===== config.mk =====
export PLATFORM = sky130hd
export DESIGN_NAME = videoDmaUnit
export DESIGN_NICKNAME = d
export VERILOG_FILES = /design/src/hw/videoDmaPkg.sv /design/src/hw/videoDmaUnit.sv
export VERILOG_INCLUDE_DIRS = /design/src /design/src/hw
export SDC_FILE = /design/constraint.sdc
export NUM_CORES = 1
export LEC_CHECK = 0
export BUFFER_PORTS_ARGS = -buffer_cell sky130_fd_sc_hd__buf_4
export CORE_MARGIN = 1
export CORE_UTILIZATION = 50
export DETAILED_ROUTE_END_ITERATION = 6
export HOLD_SLACK_MARGIN = 0.15
export PLACE_DENSITY = 0.85
export SLEW_MARGIN = 15
export SYNTH_ARGS = -nofsm -noshare
export SYNTH_HDL_FRONTEND = slang
export SYNTH_SLANG_ARGS = --single-unit

===== constraint.sdc =====
create_clock -name iClk -period 5.6 [get_ports iClk]
set_input_delay 1.12 -clock iClk [delete_from_list [all_inputs] [get_ports iClk]]
set_output_delay 1.12 -clock iClk [all_outputs]
set_load 0.005 [all_outputs]

===== src/hw/videoDma_settings.svh =====
//--------------------
// Build constants of the video frame-buffer DMA
// Included by the package and by every RTL module that sizes from them
//--------------------
`ifndef VIDEO_DMA_SETTINGS_SVH
`define VIDEO_DMA_SETTINGS_SVH

// Pixel and bus data width
`define VDMA_DATA_W 16

// Buffer memory address width
`define VDMA_ADRS_W 10

// Entries in the upstream write FIFO
`define VDMA_FIFO_DEPTH 16

// Ready cycles before the engine yields the bus for one cycle
`define VDMA_BURST_LIMIT 64

// Cycles from an accepted read to its data on the bus
`define VDMA_RD_LATENCY 2

// Memory drops ready for one cycle once per this many cycles
`define VDMA_REFRESH_PERIOD 32

`endif


===== src/hw/videoDmaPkg.sv =====
//--------------------
// Shared types of the frame-buffer DMA
// Referenced as videoDmaPkg::name from the RTL and the testbench
//--------------------
`default_nettype none

`include "videoDma_settings.svh"

package videoDmaPkg;

	// --------------------
	// Data and address
	// --------------------

	// One pixel word, also the bus data word
	typedef logic [`VDMA_DATA_W-1:0] pixelT;

	// One buffer memory address
	typedef logic [`VDMA_ADRS_W-1:0] adrsT;

	// --------------------
	// Encodings
	// --------------------

	// Bus command, qualified by busVd
	typedef enum logic
	{
		busWrite = 1'b0,
		busRead  = 1'b1
	} busCmdE;

	// Which frame region is being written
	// roleWriteA writes region A and reads region B
	typedef enum logic
	{
		roleWriteA = 1'b0,
		roleWriteB = 1'b1
	} bufferRoleE;

endpackage

`default_nettype wire


===== src/hw/videoDmaUnit.sv =====
//--------------------
// DMA engine moving FIFO pixels into one frame region and reading the other
// Reads win the bus, regions swap when both pointers reach their ends
//--------------------
`default_nettype none

`include "videoDma_settings.svh"

module videoDmaUnit (
	input  wire logic               iClk,
	input  wire logic               rst,
	input  wire logic               dmaEn,
	// Region bounds, ends are last address plus one
	input  wire videoDmaPkg::adrsT  frameAdrsA,
	input  wire videoDmaPkg::adrsT  frameAdrsB,
	input  wire videoDmaPkg::adrsT  frameEndA,
	input  wire videoDmaPkg::adrsT  frameEndB,
	// Write FIFO head
	input  wire videoDmaPkg::pixelT fifoRd,
	input  wire logic               fifoVd,
	output logic                    fifoRe,
	// Downstream side
	input  wire logic               pixelRe,
	output videoDmaPkg::pixelT      pixelOut,
	output logic                    pixelOutVd,
	// Bus master to the buffer memory
	output videoDmaPkg::pixelT      busWd,
	output videoDmaPkg::adrsT       busAdrs,
	output logic                    busVd,
	output videoDmaPkg::busCmdE     busCmd,
	input  wire logic               busRdy,
	input  wire videoDmaPkg::pixelT busRd,
	input  wire logic               busRdVd
);

	localparam int YieldW = $clog2(`VDMA_BURST_LIMIT + 1);

	videoDmaPkg::bufferRoleE role;
	videoDmaPkg::adrsT       wrPtr;
	videoDmaPkg::adrsT       rdPtr;
	videoDmaPkg::adrsT       wrEnd;
	videoDmaPkg::adrsT       rdEnd;
	logic [YieldW-1:0]       yieldCnt;
	logic                    yielding;
	logic                    busFree;
	logic                    doRead;
	logic                    doWrite;
	logic                    doSwap;

	// --------------------
	// Scheduling
	// --------------------

	// Region ends follow the current role
	assign wrEnd = (role == videoDmaPkg::roleWriteA) ? frameEndA : frameEndB;
	assign rdEnd = (role == videoDmaPkg::roleWriteA) ? frameEndB : frameEndA;

	// Bus handed to other masters for one cycle
	assign yielding = (yieldCnt == YieldW'(`VDMA_BURST_LIMIT));
	assign busFree  = dmaEn && busRdy && !yielding;

	// Read first, then write, then swap once both sides are done
	assign doRead  = busFree && pixelRe && (rdPtr != rdEnd);
	assign doWrite = busFree && !doRead && fifoVd && (wrPtr != wrEnd);
	assign doSwap  = busFree && (rdPtr == rdEnd) && (wrPtr == wrEnd);

	// Pop goes with the write decision
	assign fifoRe = doWrite;

	// Counts ready cycles, clears after the yield cycle
	always_ff @(posedge iClk)
	begin
		if (rst || !dmaEn || yielding)
			yieldCnt <= '0;
		else if (busRdy)
			yieldCnt <= yieldCnt + 1'b1;
	end

	// --------------------
	// Pointers and role
	// --------------------
	always_ff @(posedge iClk)
	begin
		if (rst || !dmaEn)
		begin
			// Disabled engine parks on the first frame layout
			role  <= videoDmaPkg::roleWriteA;
			wrPtr <= frameAdrsA;
			rdPtr <= frameAdrsB;
		end
		else if (doSwap)
		begin
			if (role == videoDmaPkg::roleWriteA)
			begin
				role  <= videoDmaPkg::roleWriteB;
				wrPtr <= frameAdrsB;
				rdPtr <= frameAdrsA;
			end
			else
			begin
				role  <= videoDmaPkg::roleWriteA;
				wrPtr <= frameAdrsA;
				rdPtr <= frameAdrsB;
			end
		end
		else
		begin
			if (doRead)
				rdPtr <= rdPtr + 1'b1;
			if (doWrite)
				wrPtr <= wrPtr + 1'b1;
		end
	end

	// --------------------
	// Bus request register
	// --------------------

	// A stalled request stays on the bus until ready returns
	always_ff @(posedge iClk)
	begin
		if (rst)
			busVd <= 1'b0;
		else if (busRdy)
			busVd <= doRead || doWrite;
	end

	// Payload of a new request
	always_ff @(posedge iClk)
	begin
		if (doRead || doWrite)
		begin
			busCmd  <= doRead ? videoDmaPkg::busRead : videoDmaPkg::busWrite;
			busAdrs <= doRead ? rdPtr : wrPtr;
			busWd   <= fifoRd;
		end
	end

	// Returned read data, one cycle to the downstream port
	always_ff @(posedge iClk)
	begin
		if (rst)
			pixelOutVd <= 1'b0;
		else
			pixelOutVd <= busRdVd;
	end

	always_ff @(posedge iClk)
	begin
		if (busRdVd)
			pixelOut <= busRd;
	end

	// Read data only for an accepted read, after the fixed latency
	readReturnTiming: assert property (@(posedge iClk) disable iff (rst)
		busRdVd |-> $past(busVd && busRdy && (busCmd == videoDmaPkg::busRead),
			`VDMA_RD_LATENCY))
		else $error("read data returned without a matching accepted read");

endmodule

`default_nettype wire


==> impl_metrics.py <==
metrics = {
    "logic_synthesis": {
        "synth.yosys.seq_area_share_pct": 50.50,
        "synthesis.instances": 352,
        "synth.ff_latch_count": 73,
        "yosys_warnings": 0,
        "count_of_distinct_cell_types_in_the_synthesized_netlist": 37,
        "synth_area_per_cell_um2": 11.77,
        "cell_area_after_synthesis_um2": 4143,
        "synthesis.nets": 435,
    },
    "global_routing": {
        "globalRoute.totalOverflow": 0,
        "groute.usage.overall_pct": 25.17,
        "grt_antenna_before_repair": 0,
        "grt_pass1_wl_mm": 16.36,
        "first_global_vias": 3187,
        "maximum_number_of_pins_on_one_net_before_global_route_repair": 46,
    },
    "clock_network": {
        "h_tree_level_count": 3,
        "cts_setup_buffers": 0,
        "cts_buffers": 9,
        "clock-sinks": 73,
        "holdBufCountCts": 0,
        "cts_resized": 0,
        "tritoncts": "done",
        "cts_root_buf": "sky130_fd_sc_hd__clkbuf_8",
        "clock_latency_reported_for_the_late_side_of_the_worst_skew_pair_ps": 340,
        "clockBufferDepth": 2,
        "clk_pin_slew_worst_paths_ps": 70,
    },
    "timing": {
        "final_hold_viol_count": 0,
        "final.setup.tns_ps": 0,
        "period_minus_slack_ps": 3957,
        "rsz0062_at_grt": "false",
        "max_slew_margin_pct": 19.86,
        "timing.final.setup_violations": 0,
        "max_clock_freq_ghz": 0.2527,
        "timing_worst_slew_pin_value_ps": 1197,
        "clock_skew_ps": 5.220,
        "maxSlewViolCount": 0,
        "final_min_period_over_clock_period_pct": 70.67,
    },
    "outcome": {
        "run_status": "finished clean",
    },
    "floorplan": {
        "pin_count": 125,
        "floorplan.die.height_um": 93.03,
        "die_x_um": 93.03,
        "floorplan.initialDensity_pct": 52.52,
        "core_area_um2": 7888,
        "die-area_um2": 8654,
        "number_of_rows_created_at_floorplan": 32,
    },
    "route": {
        "first_pass_iters": 5,
        "route.vias.total": 3410,
        "detailedRoute.firstIterationViolations": 285,
        "routedWlPerCell_um": 18.80,
        "ant_nets": 0,
        "remaining_drc_errors": 0,
        "detail_route.vias_per_cell": 6.025,
        "detail_route.wirelength_mm": 10.64,
    },
    "setup_path": {
        "crit_arrival_ps": 2840,
        "timing.critical_path.required_ps": 4480,
        "critPathLaunchType": "input pin",
        "worst-setup-path-type": "in2out",
        "worstPathMaxFanout": 23,
        "timing.critical_path.to_type": "primary output",
    },
    "placed_design": {
        "hpwl_after_detailed_placement_mm": 7.667,
        "port-buffer-count": 124,
        "final_estimated_routing_congestion_in_global_placement": 0.8671,
    },
    "cells_and_area": {
        "filler_instances": 554,
        "register_area_um2": 2093,
        "fraction_of_final_layout_cells_with_drive_strength_greater_than_1_pct": 34.91,
        "design.final.nets": 542,
        "multiInputGateArea_um2": 1859,
        "areaGrowthSynthToFinish_pct": 27.85,
        "num_antenna_cells": 0,
    },
    "power": {
        "power_density_nw_per_um2": 264.8,
        "leakagePower_uw": 0.001904,
        "worst_ir_drop_vdd_v": 0.0001997,
        "power_uw": 1402,
    },
    "min_path": {
        "timing.hold.worst.class": "reg2reg",
    },
    "flow_run": {
        "drv.max_cap_violation_count": 0,
    },
}
## stage by stage
step / util [%] / setup WS (ps) / cell area [µm²] / cells / hold slack (ps)
after floorplan: - / 2150 / 4143 / 352 / 453.4
after global placement: 64.02 / 1720 / 5050 / 550 / 464.9
after detailed placement: 64.02 / 1669 / 5050 / 550 / 487.6
after CTS: 67.12 / 1659 / 5294 / 566 / 503.4
after global routing: 67.15 / 1454 / 5296 / 566 / 519.0
final: 67.15 / 1643 / 5296 / 566 / 504.2
## per-layer routing
layer / global-route usage, % / vias to the layer above / wire, µm
met5: 0 / - / 0
met1: 29.73 / 1592 / 3958
met2: 43.20 / 206 / 5321
li1: - / 1581 / -
met3: 7.073 / 31 / 1025
met4: 10.00 / 0 / 337
## final timing paths
| path | startpoint | end | slack, ps | cells after the start |
|---|---|---|---|---|
| max | frameEndB[9] | fifoRe | 1640 | 8 |
| min | yieldCnt[6] | yieldCnt[6] | 500 | 2 |
| max reg2reg | role | busWd[1] | 2140 | 6 |
| min reg2reg | yieldCnt[6] | yieldCnt[6] | 500 | 2 |
## sequential cells by signal, indices dropped and copies added, names as in the netlist
name and flops:
busAdrs 10, busCmd 1, busVd 1, busWd 16
pixelOut 16, pixelOutVd 1, rdPtr 10, role 1
wrPtr 10, yieldCnt 7
## critical path: stages
cell	delay [ps]
sky130_fd_sc_hd__buf_4	120
sky130_fd_sc_hd__mux2i_1	200
sky130_fd_sc_hd__xnor2_1	110
sky130_fd_sc_hd__nor4_2	340
sky130_fd_sc_hd__nand3_2	430
sky130_fd_sc_hd__nand3_1	260
sky130_fd_sc_hd__nor2_1	70
sky130_fd_sc_hd__buf_4	180
## area by class of cell
cell class / instances / share of cell area (%)
sequential: 73 / 39.52
multi-input combinational: 244 / 35.11
timing repair buffer: 128 / 18.14
clock buffer: 11 / 2.670
tap: 102 / 2.410
clock inverter: 5 / 1.937
inverter: 3 / 0.2126
## cells in the final DEF, fill, tap and decap left out, types with 12 or more instances in the layout
cell type,n
sky130_fd_sc_hd__edfxtp_1,63
sky130_fd_sc_hd__buf_4,128
sky130_fd_sc_hd__nand4_1,27
sky130_fd_sc_hd__o211ai_1,18
sky130_fd_sc_hd__nor3b_1,20
sky130_fd_sc_hd__nand3_1,26
sky130_fd_sc_hd__a32oi_1,20
sky130_fd_sc_hd__mux2i_1,21
sky130_fd_sc_hd__xnor2_1,35
sky130_fd_sc_hd__nor2_1,12
## cells by family (layout without fill, tap and decap cells)
family / count (synthesis) / in the layout / share of synthesized area [%]
buf+inv: 35 / 147 / 4.681
xor+xnor: 40 / 40 / 8.457
flops: 73 / 73 / 50.50
simple gates: 117 / 117 / 17.79
fa+ha+maj: 4 / 4 / 1.208
compound gates: 52 / 52 / 9.574
mux: 31 / 31 / 7.792
## cells in the mapped netlist
| cell type | instances | area share, % |
|---|---|---|
| sky130_fd_sc_hd__inv_1 | 3 | 0.27 |
| sky130_fd_sc_hd__nor4_4 | 3 | 1.5 |
| sky130_fd_sc_hd__nor4_2 | 1 | 0.30 |
| sky130_fd_sc_hd__nand2_1 | 10 | 0.91 |
| sky130_fd_sc_hd__ha_1 | 4 | 1.2 |
| sky130_fd_sc_hd__buf_4 | 4 | 0.72 |
| sky130_fd_sc_hd__nor3b_1 | 20 | 3.6 |
| sky130_fd_sc_hd__a31oi_2 | 1 | 0.30 |
| sky130_fd_sc_hd__nand3_2 | 1 | 0.24 |
| sky130_fd_sc_hd__o211ai_1 | 18 | 3.3 |
| sky130_fd_sc_hd__nand2b_1 | 1 | 0.15 |
| sky130_fd_sc_hd__or3_1 | 3 | 0.45 |
| sky130_fd_sc_hd__mux2i_1 | 21 | 5.1 |
| sky130_fd_sc_hd__clkbuf_1 | 14 | 1.3 |
| sky130_fd_sc_hd__nand3_1 | 26 | 3.1 |
| sky130_fd_sc_hd__buf_1 | 1 | 0.091 |
| sky130_fd_sc_hd__o21ai_0 | 5 | 0.60 |
| sky130_fd_sc_hd__buf_6 | 5 | 1.4 |
| sky130_fd_sc_hd__xnor2_1 | 35 | 7.4 |
| sky130_fd_sc_hd__nor2_1 | 12 | 1.1 |
| sky130_fd_sc_hd__a31oi_1 | 1 | 0.15 |
| sky130_fd_sc_hd__mux2_2 | 10 | 2.7 |
| sky130_fd_sc_hd__a21oi_1 | 4 | 0.48 |
| sky130_fd_sc_hd__nand4_1 | 27 | 4.1 |
| sky130_fd_sc_hd__edfxtp_1 | 63 | 46 |
| sky130_fd_sc_hd__buf_2 | 8 | 0.97 |
| sky130_fd_sc_hd__nor4b_1 | 1 | 0.21 |
| sky130_fd_sc_hd__nor2b_1 | 3 | 0.45 |
| sky130_fd_sc_hd__and3_1 | 3 | 0.45 |
| sky130_fd_sc_hd__a21o_1 | 1 | 0.18 |
| sky130_fd_sc_hd__or2_2 | 1 | 0.15 |
| sky130_fd_sc_hd__and4_1 | 3 | 0.63 |
| sky130_fd_sc_hd__a32oi_1 | 20 | 4.2 |
| sky130_fd_sc_hd__xor2_1 | 5 | 1.1 |
| sky130_fd_sc_hd__dfxtp_1 | 10 | 4.8 |
| sky130_fd_sc_hd__nand3b_1 | 2 | 0.36 |
| sky130_fd_sc_hd__a211oi_1 | 2 | 0.36 |
## power breakdown
group          leakage, µW  switching (µW)  internal [µW]  total, µW
Combinational      0.00109            98.5            122        220
Sequential        0.000699            39.7            642        682
Clock             0.000120             192            308        500
Total              0.00190             330           1070       1400
Note: power is estimated with default switching activity, not from simulation.
