[config.mk]
export PLATFORM = sky130hd
export DESIGN_NAME = dmaWriteFifo
export DESIGN_NICKNAME = d
export VERILOG_FILES = /design/src/hw/videoDmaPkg.sv /design/src/hw/dmaWriteFifo.sv
export VERILOG_INCLUDE_DIRS = /design/src /design/src/hw
export SDC_FILE = /design/constraint.sdc
export NUM_CORES = 1
export LEC_CHECK = 0
export BUFFER_PORTS_ARGS = -buffer_cell sky130_fd_sc_hd__buf_2
export CORE_ASPECT_RATIO = 1.2
export CORE_MARGIN = 1
export CORE_UTILIZATION = 45
export CTS_CLUSTER_DIAMETER = 30
export DETAILED_ROUTE_END_ITERATION = 10
export PLACE_DENSITY_LB_ADDON = 0.3
export SETUP_SLACK_MARGIN = 0.05
export SLEW_MARGIN = 15
export SYNTH_ARGS = -nofsm -noshare
export SYNTH_HDL_FRONTEND = slang
export SYNTH_SLANG_ARGS = --single-unit
[constraint.sdc]
create_clock -name iClk -period 3.74 [get_ports iClk]
set_input_delay 0.374 -clock iClk [delete_from_list [all_inputs] [get_ports iClk]]
set_output_delay 0.374 -clock iClk [all_outputs]
set_load 0.01 [all_outputs]
[src/hw/videoDma_settings.svh]
//--------------------
// Build constants of the video frame-buffer DMA
// Included by the package and by every RTL module that sizes from them
//--------------------
`ifndef VIDEO_DMA_SETTINGS_SVH
`define VIDEO_DMA_SETTINGS_SVH

// Pixel and bus data width
`define VDMA_DATA_W 16

// Buffer memory address width
`define VDMA_ADRS_W 10

// Entries in the upstream write FIFO
`define VDMA_FIFO_DEPTH 16

// Ready cycles before the engine yields the bus for one cycle
`define VDMA_BURST_LIMIT 64

// Cycles from an accepted read to its data on the bus
`define VDMA_RD_LATENCY 2

// Memory drops ready for one cycle once per this many cycles
`define VDMA_REFRESH_PERIOD 32

`endif

[src/hw/videoDmaPkg.sv]
//--------------------
// Shared types of the frame-buffer DMA
// Referenced as videoDmaPkg::name from the RTL and the testbench
//--------------------
`default_nettype none

`include "videoDma_settings.svh"

package videoDmaPkg;

	// --------------------
	// Data and address
	// --------------------

	// One pixel word, also the bus data word
	typedef logic [`VDMA_DATA_W-1:0] pixelT;

	// One buffer memory address
	typedef logic [`VDMA_ADRS_W-1:0] adrsT;

	// --------------------
	// Encodings
	// --------------------

	// Bus command, qualified by busVd
	typedef enum logic
	{
		busWrite = 1'b0,
		busRead  = 1'b1
	} busCmdE;

	// Which frame region is being written
	// roleWriteA writes region A and reads region B
	typedef enum logic
	{
		roleWriteA = 1'b0,
		roleWriteB = 1'b1
	} bufferRoleE;

endpackage

`default_nettype wire

[src/hw/dmaWriteFifo.sv]
//--------------------
// Show-ahead FIFO between the upstream pixel source and the DMA engine
// Head word is valid with vd and is popped by re in the same cycle
//--------------------
`default_nettype none

`include "videoDma_settings.svh"

module dmaWriteFifo #(
	parameter int Depth = `VDMA_FIFO_DEPTH,
	parameter int Width = `VDMA_DATA_W
)(
	input  wire logic               iClk,
	input  wire logic               rst,
	// Upstream push side
	input  wire videoDmaPkg::pixelT wd,
	input  wire logic               we,
	output logic                    full,
	// Engine pop side
	output videoDmaPkg::pixelT      rd,
	output logic                    vd,
	output logic                    empty,
	input  wire logic               re
);

	localparam int PtrW = $clog2(Depth);
	localparam int CntW = $clog2(Depth + 1);

	// Storage, no reset needed on the payload
	logic [Width-1:0] mem [Depth];
	logic [PtrW-1:0]  wrPtr;
	logic [PtrW-1:0]  rdPtr;
	logic [CntW-1:0]  count;
	logic             push;
	logic             pop;

	// Writes into a full FIFO are dropped
	assign push = we && !full;
	assign pop  = re && !empty;

	// Flags straight from the occupancy count
	assign full  = (count == CntW'(Depth));
	assign empty = (count == '0);
	assign vd    = !empty;

	// Show-ahead head word
	assign rd = mem[rdPtr];

	always_ff @(posedge iClk)
	begin
		if (push)
			mem[wrPtr] <= wd;
	end

	// --------------------
	// Pointers and count
	// --------------------
	always_ff @(posedge iClk)
	begin
		if (rst)
		begin
			wrPtr <= '0;
			rdPtr <= '0;
			count <= '0;
		end
		else
		begin
			// Wrap explicitly so a non power of two depth works
			if (push)
				wrPtr <= (wrPtr == PtrW'(Depth - 1)) ? '0 : wrPtr + 1'b1;
			if (pop)
				rdPtr <= (rdPtr == PtrW'(Depth - 1)) ? '0 : rdPtr + 1'b1;
			// Simultaneous push and pop keeps the level
			if (push && !pop)
				count <= count + 1'b1;
			else if (pop && !push)
				count <= count - 1'b1;
		end
	end

	// Engine must only pop a valid head word
	popOnlyWhenValid: assert property (@(posedge iClk) disable iff (rst)
		re |-> !empty)
		else $error("FIFO popped while empty");

	// Dropped upstream write must not change a full FIFO
	fullDropsWrite: assert property (@(posedge iClk) disable iff (rst)
		(we && full && !re) |=> full)
		else $error("FIFO accepted a push while full");

endmodule

`default_nettype wire

==> results of run 1 <==
==> routing by layer <==
metal,vias to the layer above,global-route usage,wire [um]
li1,2274,-,-
met1,2696,0.247,8980
met2,192,0.328,11300
met3,43,0.0389,1350
met4,0,0.0655,561
met5,-,0,0
==> through the flow <==
| stage | utilization | cells | total power (uW) |
|---|---|---|---|
| 6_report | 0.556 | 931 | 8580 |
| 5_1_grt | 0.556 | 931 | 8890 |
| 4_1_cts | 0.556 | 931 | 8670 |
| 3_5_place_dp | 0.496 | 855 | 4960 |
| 3_3_place_gp | 0.496 | 855 | 4910 |
| 2_1_floorplan | - | 510 | 4560 |
==> critical path, delay by kind of cell, from the launching register on <==
family / cells / cell delay [ns]
compound gates: 4 / 0.75
fa+ha+maj: 2 / 0.54
buf+inv: 2 / 0.25
flops: 1 / 0.34
mux: 1 / 0.35
simple gates: 1 / 0.73
==> cell usage after synthesis (all sizes together), types with 4 or more instances <==
| cell type | number |
|---|---|
| a21oi | 8 |
| a22oi | 32 |
| buf | 11 |
| clkbuf | 15 |
| dfxtp | 17 |
| edfxtp | 256 |
| ha | 10 |
| inv | 8 |
| mux4 | 64 |
| nand2 | 23 |
| nor2 | 27 |
| nor3 | 4 |
| o21ai | 4 |
| xor2 | 4 |
==> report_power, final <==
part / leakage [uW] / switching (uW) / total, uW / internal (uW)
sequential: 0.00245 / 133 / 3590 / 3460
clock: 0.000671 / 1340 / 3690 / 2350
combinational: 0.00104 / 646 / 1290 / 646
==> how the worst min path moves through the flow <==
stage	startpoint	end	slack, ns	depth (start not counted)
final	rst	wrPtr[2]	0.21	2
after detailed placement	rdPtr[0]	register	0.50	2
after global placement	count[3]	count[3]	0.48	2
after global routing	rst	wrPtr[0]	0.22	2
after floorplan	rst	wrPtr[3]	0.44	1
after CTS	rst	wrPtr[2]	0.20	2
==> state kept, by name, summed over array words and instances (netlist names), named ones only <==
signal and count:
mem 256, count 5, rdPtr 4, wrPtr 4
==> area by class of cell <==
class	instances	area [um^2]
inverter	8	30.0
clock inverter	27	268
timing repair buffer	61	375
tap	310	388
multi-input combinational	203	2410
clock buffer	49	1110
fill	1731	10100
sequential	273	8030
==> cell families (layout without fill, tap and decap cells) <==
logic type      after synthesis  count (layout)  synth area share
compound gates               52              52            0.0377
xor+xnor                      5               5           0.00416
fa+ha+maj                    11              11            0.0138
buf+inv                      34             145            0.0131
flops                       273             273             0.762
mux                          68              68             0.141
simple gates                 67              67            0.0280
==> metrics.cfg, run 1 <==
[clock_network]
clockBufferDepth=3
cts_tree=yes
post_cts_resize_count=0
cts_root_buffer=clkbuf_16
cts_max_level=2
clk_pin_slew_worst_paths_ns=0.05
clk_latency_ns=0.52
hold_buffers=0
post-cts-setup-buffers=0
cts_buffers=41
cts_sinks=273

[synth]
synth_top_area_frac=0.730
ys_ff_latch=273
syn_nets=541
synth_edf_count=256
synth_area_leader_cell=edfxtp_1
synthArstFlopShare=0
ys_seq_area_frac=0.762
avgSynthCellArea_um2=20.6
yosysWarnings=0
synth_flop_cell=edfxtp_1
synthCells=510
synthTopCellsByArea=edfxtp_1 (73%), mux4_2 (14%), dfxtp_1 (3.2%), a22oi_1 (2.3%), ha_1 (1.2%)
mappedNetlistArea_um2=10500
ys_types=36

[placement]
gp_congestion=0.734
pre_cts_ws_ns=0.711
io_buffers=38
detailed_place_hpwl_mm=12.8
placed_area_um2=11200

[critical_path]
path_class=reg2reg
path_cells=or4_1, o21ai_4, inv_2, ha_1, inv_1, ha_1, a21oi_1, a211oi_1, a31oi_1, mux2_2
worstPathArrival_ns=3.47
required_ns=4.14
start_kind=register
cp_max_fo=6
rr_endpoint=count[4]
critical_path.endpoint=count[4]
end_kind=register
critPathLaunch=count[0]
critical-path-slowest-cell=or4_1
r2r_slack_ns=0.67
worstReg2RegStart=count[0]
crit_top_cell=ha_1
rr_worst_depth=10
cpPeakStageDelay_ns=0.73

[global_routing]
gr-total-overflow=0
grt_max_degree=31
grt_pass1_vias=5440
grt.total_usage=0.193
grt_pass1_wl_mm=33.2
grt_antenna_before_repair=3

[die]
die_w_um=142
row_count=60
die_area_um2=24000
core_um2=22700
pin_count=39
die_y_um=170
start_util=0.464

[route]
finalWirelength_mm=22.2
postRouteAntennaNets=0
post-route-drc-count=0
viasPerCell=5.59
drt-initial-drc-count=434
wl_per_cell_um=23.9
drt_first_pass_iters=5
vias=5205

[final_layout]
area_growth_pct=19.8
layout_common_cells=edfxtp_1 (256), mux4_2 (64), clkbuf_16 (42), buf_2 (38), a22oi_1 (32)
nNetsFinal=619
final_common_cell=edfxtp_1
antenna_cells=0
layout-drive-gt1-share=0.349
stdcell_area_um2=12600

[pwr]
power_density_nw_per_um2=680
p_leak_uw=0.00417
vdd_ir_drop_max_v=0.000475

[timing]
fmax_mhz=326
rsz0062_at_grt=no
slew_headroom=0.218
fin_crit_sh=0.821
timing.hold.ws_ns=0.209
slew_viol_final=0
hold_viol=0
layout_min_cycle_time_ns=3.07
worst_slew_pin_slew_ns=1.17
setup_violations=0
clock_skew_ns=0.0117
fin_setup_tns_ns=0
fin_ws_ns=0.670

[run_status]
status=finished clean

[run]
maxCapViolCount=0

[worst_hold_path]
min_path_type=in2reg

Power figures use the tool's default switching activity.
==> inputs of run 2 (changes only) <==
--- a/config.mk
+++ b/config.mk
@@ -6,6 +6,7 @@
 export SDC_FILE = /design/constraint.sdc
 export NUM_CORES = 1
 export LEC_CHECK = 0
+export ABC_AREA = 1
 export BUFFER_PORTS_ARGS = -buffer_cell sky130_fd_sc_hd__buf_2
 export CORE_ASPECT_RATIO = 1.2
 export CORE_MARGIN = 1
==> constraint.sdc (replaced) <==
create_clock -name iClk -period 3.2 [get_ports iClk]
set_input_delay 0.32 -clock iClk [delete_from_list [all_inputs] [get_ports iClk]]
set_output_delay 0.32 -clock iClk [all_outputs]
set_load 0.01 [all_outputs]
==> metrics.cfg, run 2 <==
[final_layout]
final_cells=1507
top_regs=mem (256), count (5)
finalCoreUtilization=0.544
area_growth_pct=17.6
top_register=mem
layout-drive-gt1-share=0.128
largest_reg_flops=256
layout_common_cells=nand2_1 (421), edfxtp_1 (256), nand3_1 (139), inv_1 (91), nor2_1 (50)
nNetsFinal=1182
final_common_cell=nand2_1
antenna_cells=0

[die]
pin_count=39
start_util=0.463
die_y_um=177
die_area_um2=26300
die_w_um=148
core_um2=24900
row_count=63

[global_routing]
grt_use_met3=0.0352
grt_max_degree=130
busiest_layer=met2
gr-total-overflow=0
grt_antenna_before_repair=1
grt.total_usage=0.210
grt_pass1_vias=7350
met2_usage=0.350
grt_pass1_wl_mm=41.2
grt_util_met1=0.279

[placement]
gp_congestion=0.756
io_buffers=38
placed_cells=1434
detailed_place_hpwl_mm=15.2

[timing]
fin_crit_sh=0.799
slew_viol_final=0
worst_slew_pin_slew_ns=0.836
layout_min_cycle_time_ns=2.56
clock_skew_ns=0.0206
hold_viol=0
setup_violations=0
slew_headroom=0.442
fmax_mhz=391
rsz0062_at_grt=no
fin_setup_tns_ns=0

[synth]
mappedNetlistArea_um2=11500
synth_edf_count=256
syn_nets=1130
yosysWarnings=0
avgSynthCellArea_um2=10.5
synth_commonest_cells=nand2_1 (421), edfxtp_1 (256), nand3_1 (139)
synth_top_area_frac=0.667
synth_most_common_cell=nand2_1
synthCells=1099
synthTopCellsByArea=edfxtp_1 (67%), nand2_1 (14%), nand3_1 (6.0%), inv_1 (3.0%), dfxtp_1 (3.0%)
ys_types=23
ys_seq_area_frac=0.697
synth_area_leader_cell=edfxtp_1
ys_ff_latch=273
synth_flop_cell=edfxtp_1
synthArstFlopShare=0

[clock_network]
cts_max_level=2
cts_buffers=40
cts_sinks=273
clk_latency_ns=0.52
cts_tree=yes
post-cts-setup-buffers=0
clockBufferDepth=3
post_cts_resize_count=0
hold_buffers=0
cts_root_buffer=clkbuf_16
clk_pin_slew_worst_paths_ns=0.05

[critical_path]
path_class=reg2out
rr_worst_depth=13
start_kind=register
worstPathArrival_ns=2.24
end_kind=output port
cp_max_fo=51
rr_endpoint=count[3]
worstReg2RegStart=count[0]
required_ns=2.88
r2r_slack_ns=0.82

[run_status]
status=finished clean

[worst_hold_path]
min_delay_path_depth=2
hold_start=rst
min_path_type=in2reg
min_to=wrPtr[2]

[route]
drt-initial-drc-count=688
finalWirelength_mm=26.7
viasPerCell=5.11
vias=7696
post-route-drc-count=0
wl_per_cell_um=17.7
drt_first_pass_iters=5
postRouteAntennaNets=0

[pwr]
p_leak_uw=0.00554
power_density_nw_per_um2=788
vdd_ir_drop_max_v=0.000485
p_total_uw=10700

[run]
maxCapViolCount=0

## run 2: changes by cell type in the layout (fill, tap and decap cells not counted), sizes merged, moves of 3 or more
cell    before  now
mux2i        3    0
mux4        64    0
nand3        1  139
a22oi       32    0
nor2        27   63
nand2b       3    0
o21ai        4   26
clkbuf      49   42
nand2       23  422
inv         15  102
## run 2: how the worst max path moves through the flow
stage / startpoint / end / slack (ns) / depth (start not counted)
2_1_floorplan: wrPtr[1] / mem[3][0] / 0.94 / 3
3_3_place_gp: count[0] / count[3] / 0.86 / 13
3_5_place_dp: count[0] / count[3] / 0.81 / 13
4_1_cts: register / rd[0] / 0.60 / 8
5_1_grt: register / rd[0] / 0.49 / 8
6_report: register / rd[0] / 0.64 / 8
## run 2: power breakdown
part / switching, uW / leakage, uW / internal [uW]
combinational: 1510 / 0.00244 / 689
clock: 1610 / 0.000651 / 2740
sequential: 67.5 / 0.00245 / 4060
## run 2: critical path, cell delays in order, from the launching register on
cell and delay, ns:
dfxtp_2 0.32, inv_2 0.43, buf_12 0.32, nor2_1 0.08, o21ai_1 0.07, nand3_1 0.09
nand3_1 0.10, nand2_1 0.10, buf_2 0.16
## run 2: kinds of logic after synthesis
kind of cell	count (synthesis)	share of synthesized area
AOI/OAI and AO/OA	36	0.0159
xor gates and xnor gates	3	0.00228
and+or+nand+nor	630	0.222
buffers and inverters	146	0.0509
DFF	273	0.697
adders and majority gates	11	0.0126
## run 2: cell type report
cell class | instances | area [um^2]
repair buffers | 63 | 453
multi-input cells | 680 | 2960
fillers | 2136 | 11400
flip-flops and latches | 273 | 8030
clock inverters | 31 | 347
well taps | 325 | 407
inverters | 93 | 350
clock buffers | 42 | 1010
## run 2: routing by layer
metal  vias up  part of all wire
met5         -                 0
met4         0             0.026
met3        53             0.055
met2       191              0.50
met1      3692              0.42
li1       3760                 -
## run 2: metrics by stage
stage | area, um^2 | worst slack (ns) | hold slack (ns)
finish | 13600 | 0.644 | 0.0887
global route | 13600 | 0.489 | 0.106
CTS | 13600 | 0.602 | 0.0824
detailed placement | 12200 | 0.812 | 0.493
global placement | 12200 | 0.863 | 0.482
floorplan | 11500 | 0.945 | 0.419
==> inputs of run 3 (changes only) <==
--- a/config.mk
+++ b/config.mk
@@ -6,7 +6,7 @@
 export SDC_FILE = /design/constraint.sdc
 export NUM_CORES = 1
 export LEC_CHECK = 0
-export ABC_AREA = 1
+export ABC_AREA = 0
 export BUFFER_PORTS_ARGS = -buffer_cell sky130_fd_sc_hd__buf_2
 export CORE_ASPECT_RATIO = 1.2
 export CORE_MARGIN = 1
==> constraint.sdc (replaced) <==
create_clock -name iClk -period 2.2 [get_ports iClk]
set_input_delay 0.22 -clock iClk [delete_from_list [all_inputs] [get_ports iClk]]
set_output_delay 0.22 -clock iClk [all_outputs]
set_load 0.01 [all_outputs]
==> metrics.cfg, run 3 (same netlist as run 1, synthesis figures left out) <==
[die]
pin_count=39
die_y_um=170
core_um2=22700
die_w_um=142
start_util=0.464
row_count=60
die_area_um2=24000

[clock_network]
clk_pin_slew_worst_paths_ns=0.05
cts_tree=yes
cts_sinks=273
cts_buffers=41
cts_max_level=2
hold_buffers=0
clockBufferDepth=3
clk_latency_ns=0.53
cts_root_buffer=clkbuf_16

[final_layout]
layout-drive-gt1-share=0.460
nFillCells=1564
area_growth_pct=30.2
multi_input_area_um2=2650
largest_reg_flops=256
stdcell_area_um2=13700
layout_common_cells=edfxtp_1 (256), mux4_2 (64), clkbuf_16 (41), buf_4 (35), buf_2 (33)
top_register=mem
seqCellArea_um2=8030
nNetsFinal=666
final_common_cell=edfxtp_1
antenna_cells=0
top_regs=mem (256), count (5)

[route]
postRouteAntennaNets=0
vias=5418
viasPerCell=5.55
drt_first_pass_iters=4
post-route-drc-count=0
wl_per_cell_um=23.9
finalWirelength_mm=23.3
drt-initial-drc-count=372

[placement]
gp_congestion=0.731
io_buffers=38
placed_area_um2=11600
detailed_place_hpwl_mm=12.7
pre_cts_ws_ns=-0.478

[timing]
hold_viol=0
slew_headroom=0.552
fmax_mhz=408
setup_violations=22
layout_min_cycle_time_ns=2.45
rsz0062_at_grt=yes
fin_ws_ns=-0.253
clock_skew_ns=0.0289
fin_setup_tns_ns=-3.52
slew_viol_final=0
worst_slew_pin_slew_ns=0.670
fin_crit_sh=1.12

[critical_path]
critical-path-slowest-cell=or4_4
start_kind=register
path_cells=or4_4, o21ai_4, inv_4, ha_4, inv_4, ha_1, a21oi_4, buf_4, a31oi_1, mux2_2
required_ns=2.59
end_kind=register
worstPathArrival_ns=2.84
cpPeakStageDelay_ns=0.57
crit_top_cell=inv_4
path_class=reg2reg
cp_max_fo=5

[global_routing]
gr-total-overflow=0
grt_max_degree=37
grt_antenna_before_repair=1
grt_pass1_wl_mm=35.4
grt_pass1_vias=5899
grt.total_usage=0.204

[pwr]
p_leak_uw=0.00454
power_density_nw_per_um2=1180
vdd_ir_drop_max_v=0.000870

[run]
maxCapViolCount=0

[worst_hold_path]
min_path_type=in2reg

[run_status]
status=finished, violations left
violations=negative setup slack

## run 3: final cells by class
| type | count | area share |
|---|---|---|
| flip-flops and latches | 273 | 0.586 |
| inverters | 8 | 0.00256 |
| multi-input cells | 203 | 0.193 |
| clock buffers | 45 | 0.0767 |
| well taps | 310 | 0.0283 |
| clock inverters | 30 | 0.0302 |
| repair buffers | 108 | 0.0830 |
## run 3: power by group
part           total (uW)  internal [uW]  switching (uW)
clock network        6770           4360            2410
logic                3480           1910            1570
registers            5960           5880            81.3
## run 3: final timing paths
| path | end | slack (ns) | depth (start not counted) | start |
|---|---|---|---|---|
| max | count[4] | -0.25 | 10 | count[0] |
| min | wrPtr[2] | 0.06 | 2 | rst |
| max reg2reg | count[4] | -0.25 | 10 | count[0] |
| min reg2reg | register | 0.49 | 2 | rdPtr[0] |
## run 3: critical path: cells and delay by family, from the launching register on
kind	cells	cell delay (ns)
compound gates	3	0.42
fa+ha+maj	2	0.41
buf+inv	3	0.26
flops	1	0.31
mux	1	0.35
simple gates	1	0.57
## run 3: metrics by stage
stage / utilization / instances / hold slack, ns / power [uW]
3_3_place_gp: 0.514 / 881 / 0.486 / 8670
3_5_place_dp: 0.514 / 881 / 0.494 / 8780
2_1_floorplan: - / 510 / 0.289 / 7800
6_report: 0.605 / 977 / 0.0598 / 16200
5_1_grt: 0.605 / 977 / 0.0725 / 16800
4_1_cts: 0.600 / 975 / 0.0438 / 16300
## run 3: timing repair
item / in CTS / in global routing
resized for setup: 46 / 27
endpoints found under the setup margin: 188 / 82
pin swaps: 27 / 12
setup buffers: 13 / 3
gates cloned: 6 / 0
## run 3: metal layers
layer  up-vias  share of wire  track usage
met5         -        0.00056            0
met4         2          0.021       0.0612
met3        44          0.067       0.0420
met2       183           0.53        0.361
met1      2820           0.38        0.251
li1       2369              -            -
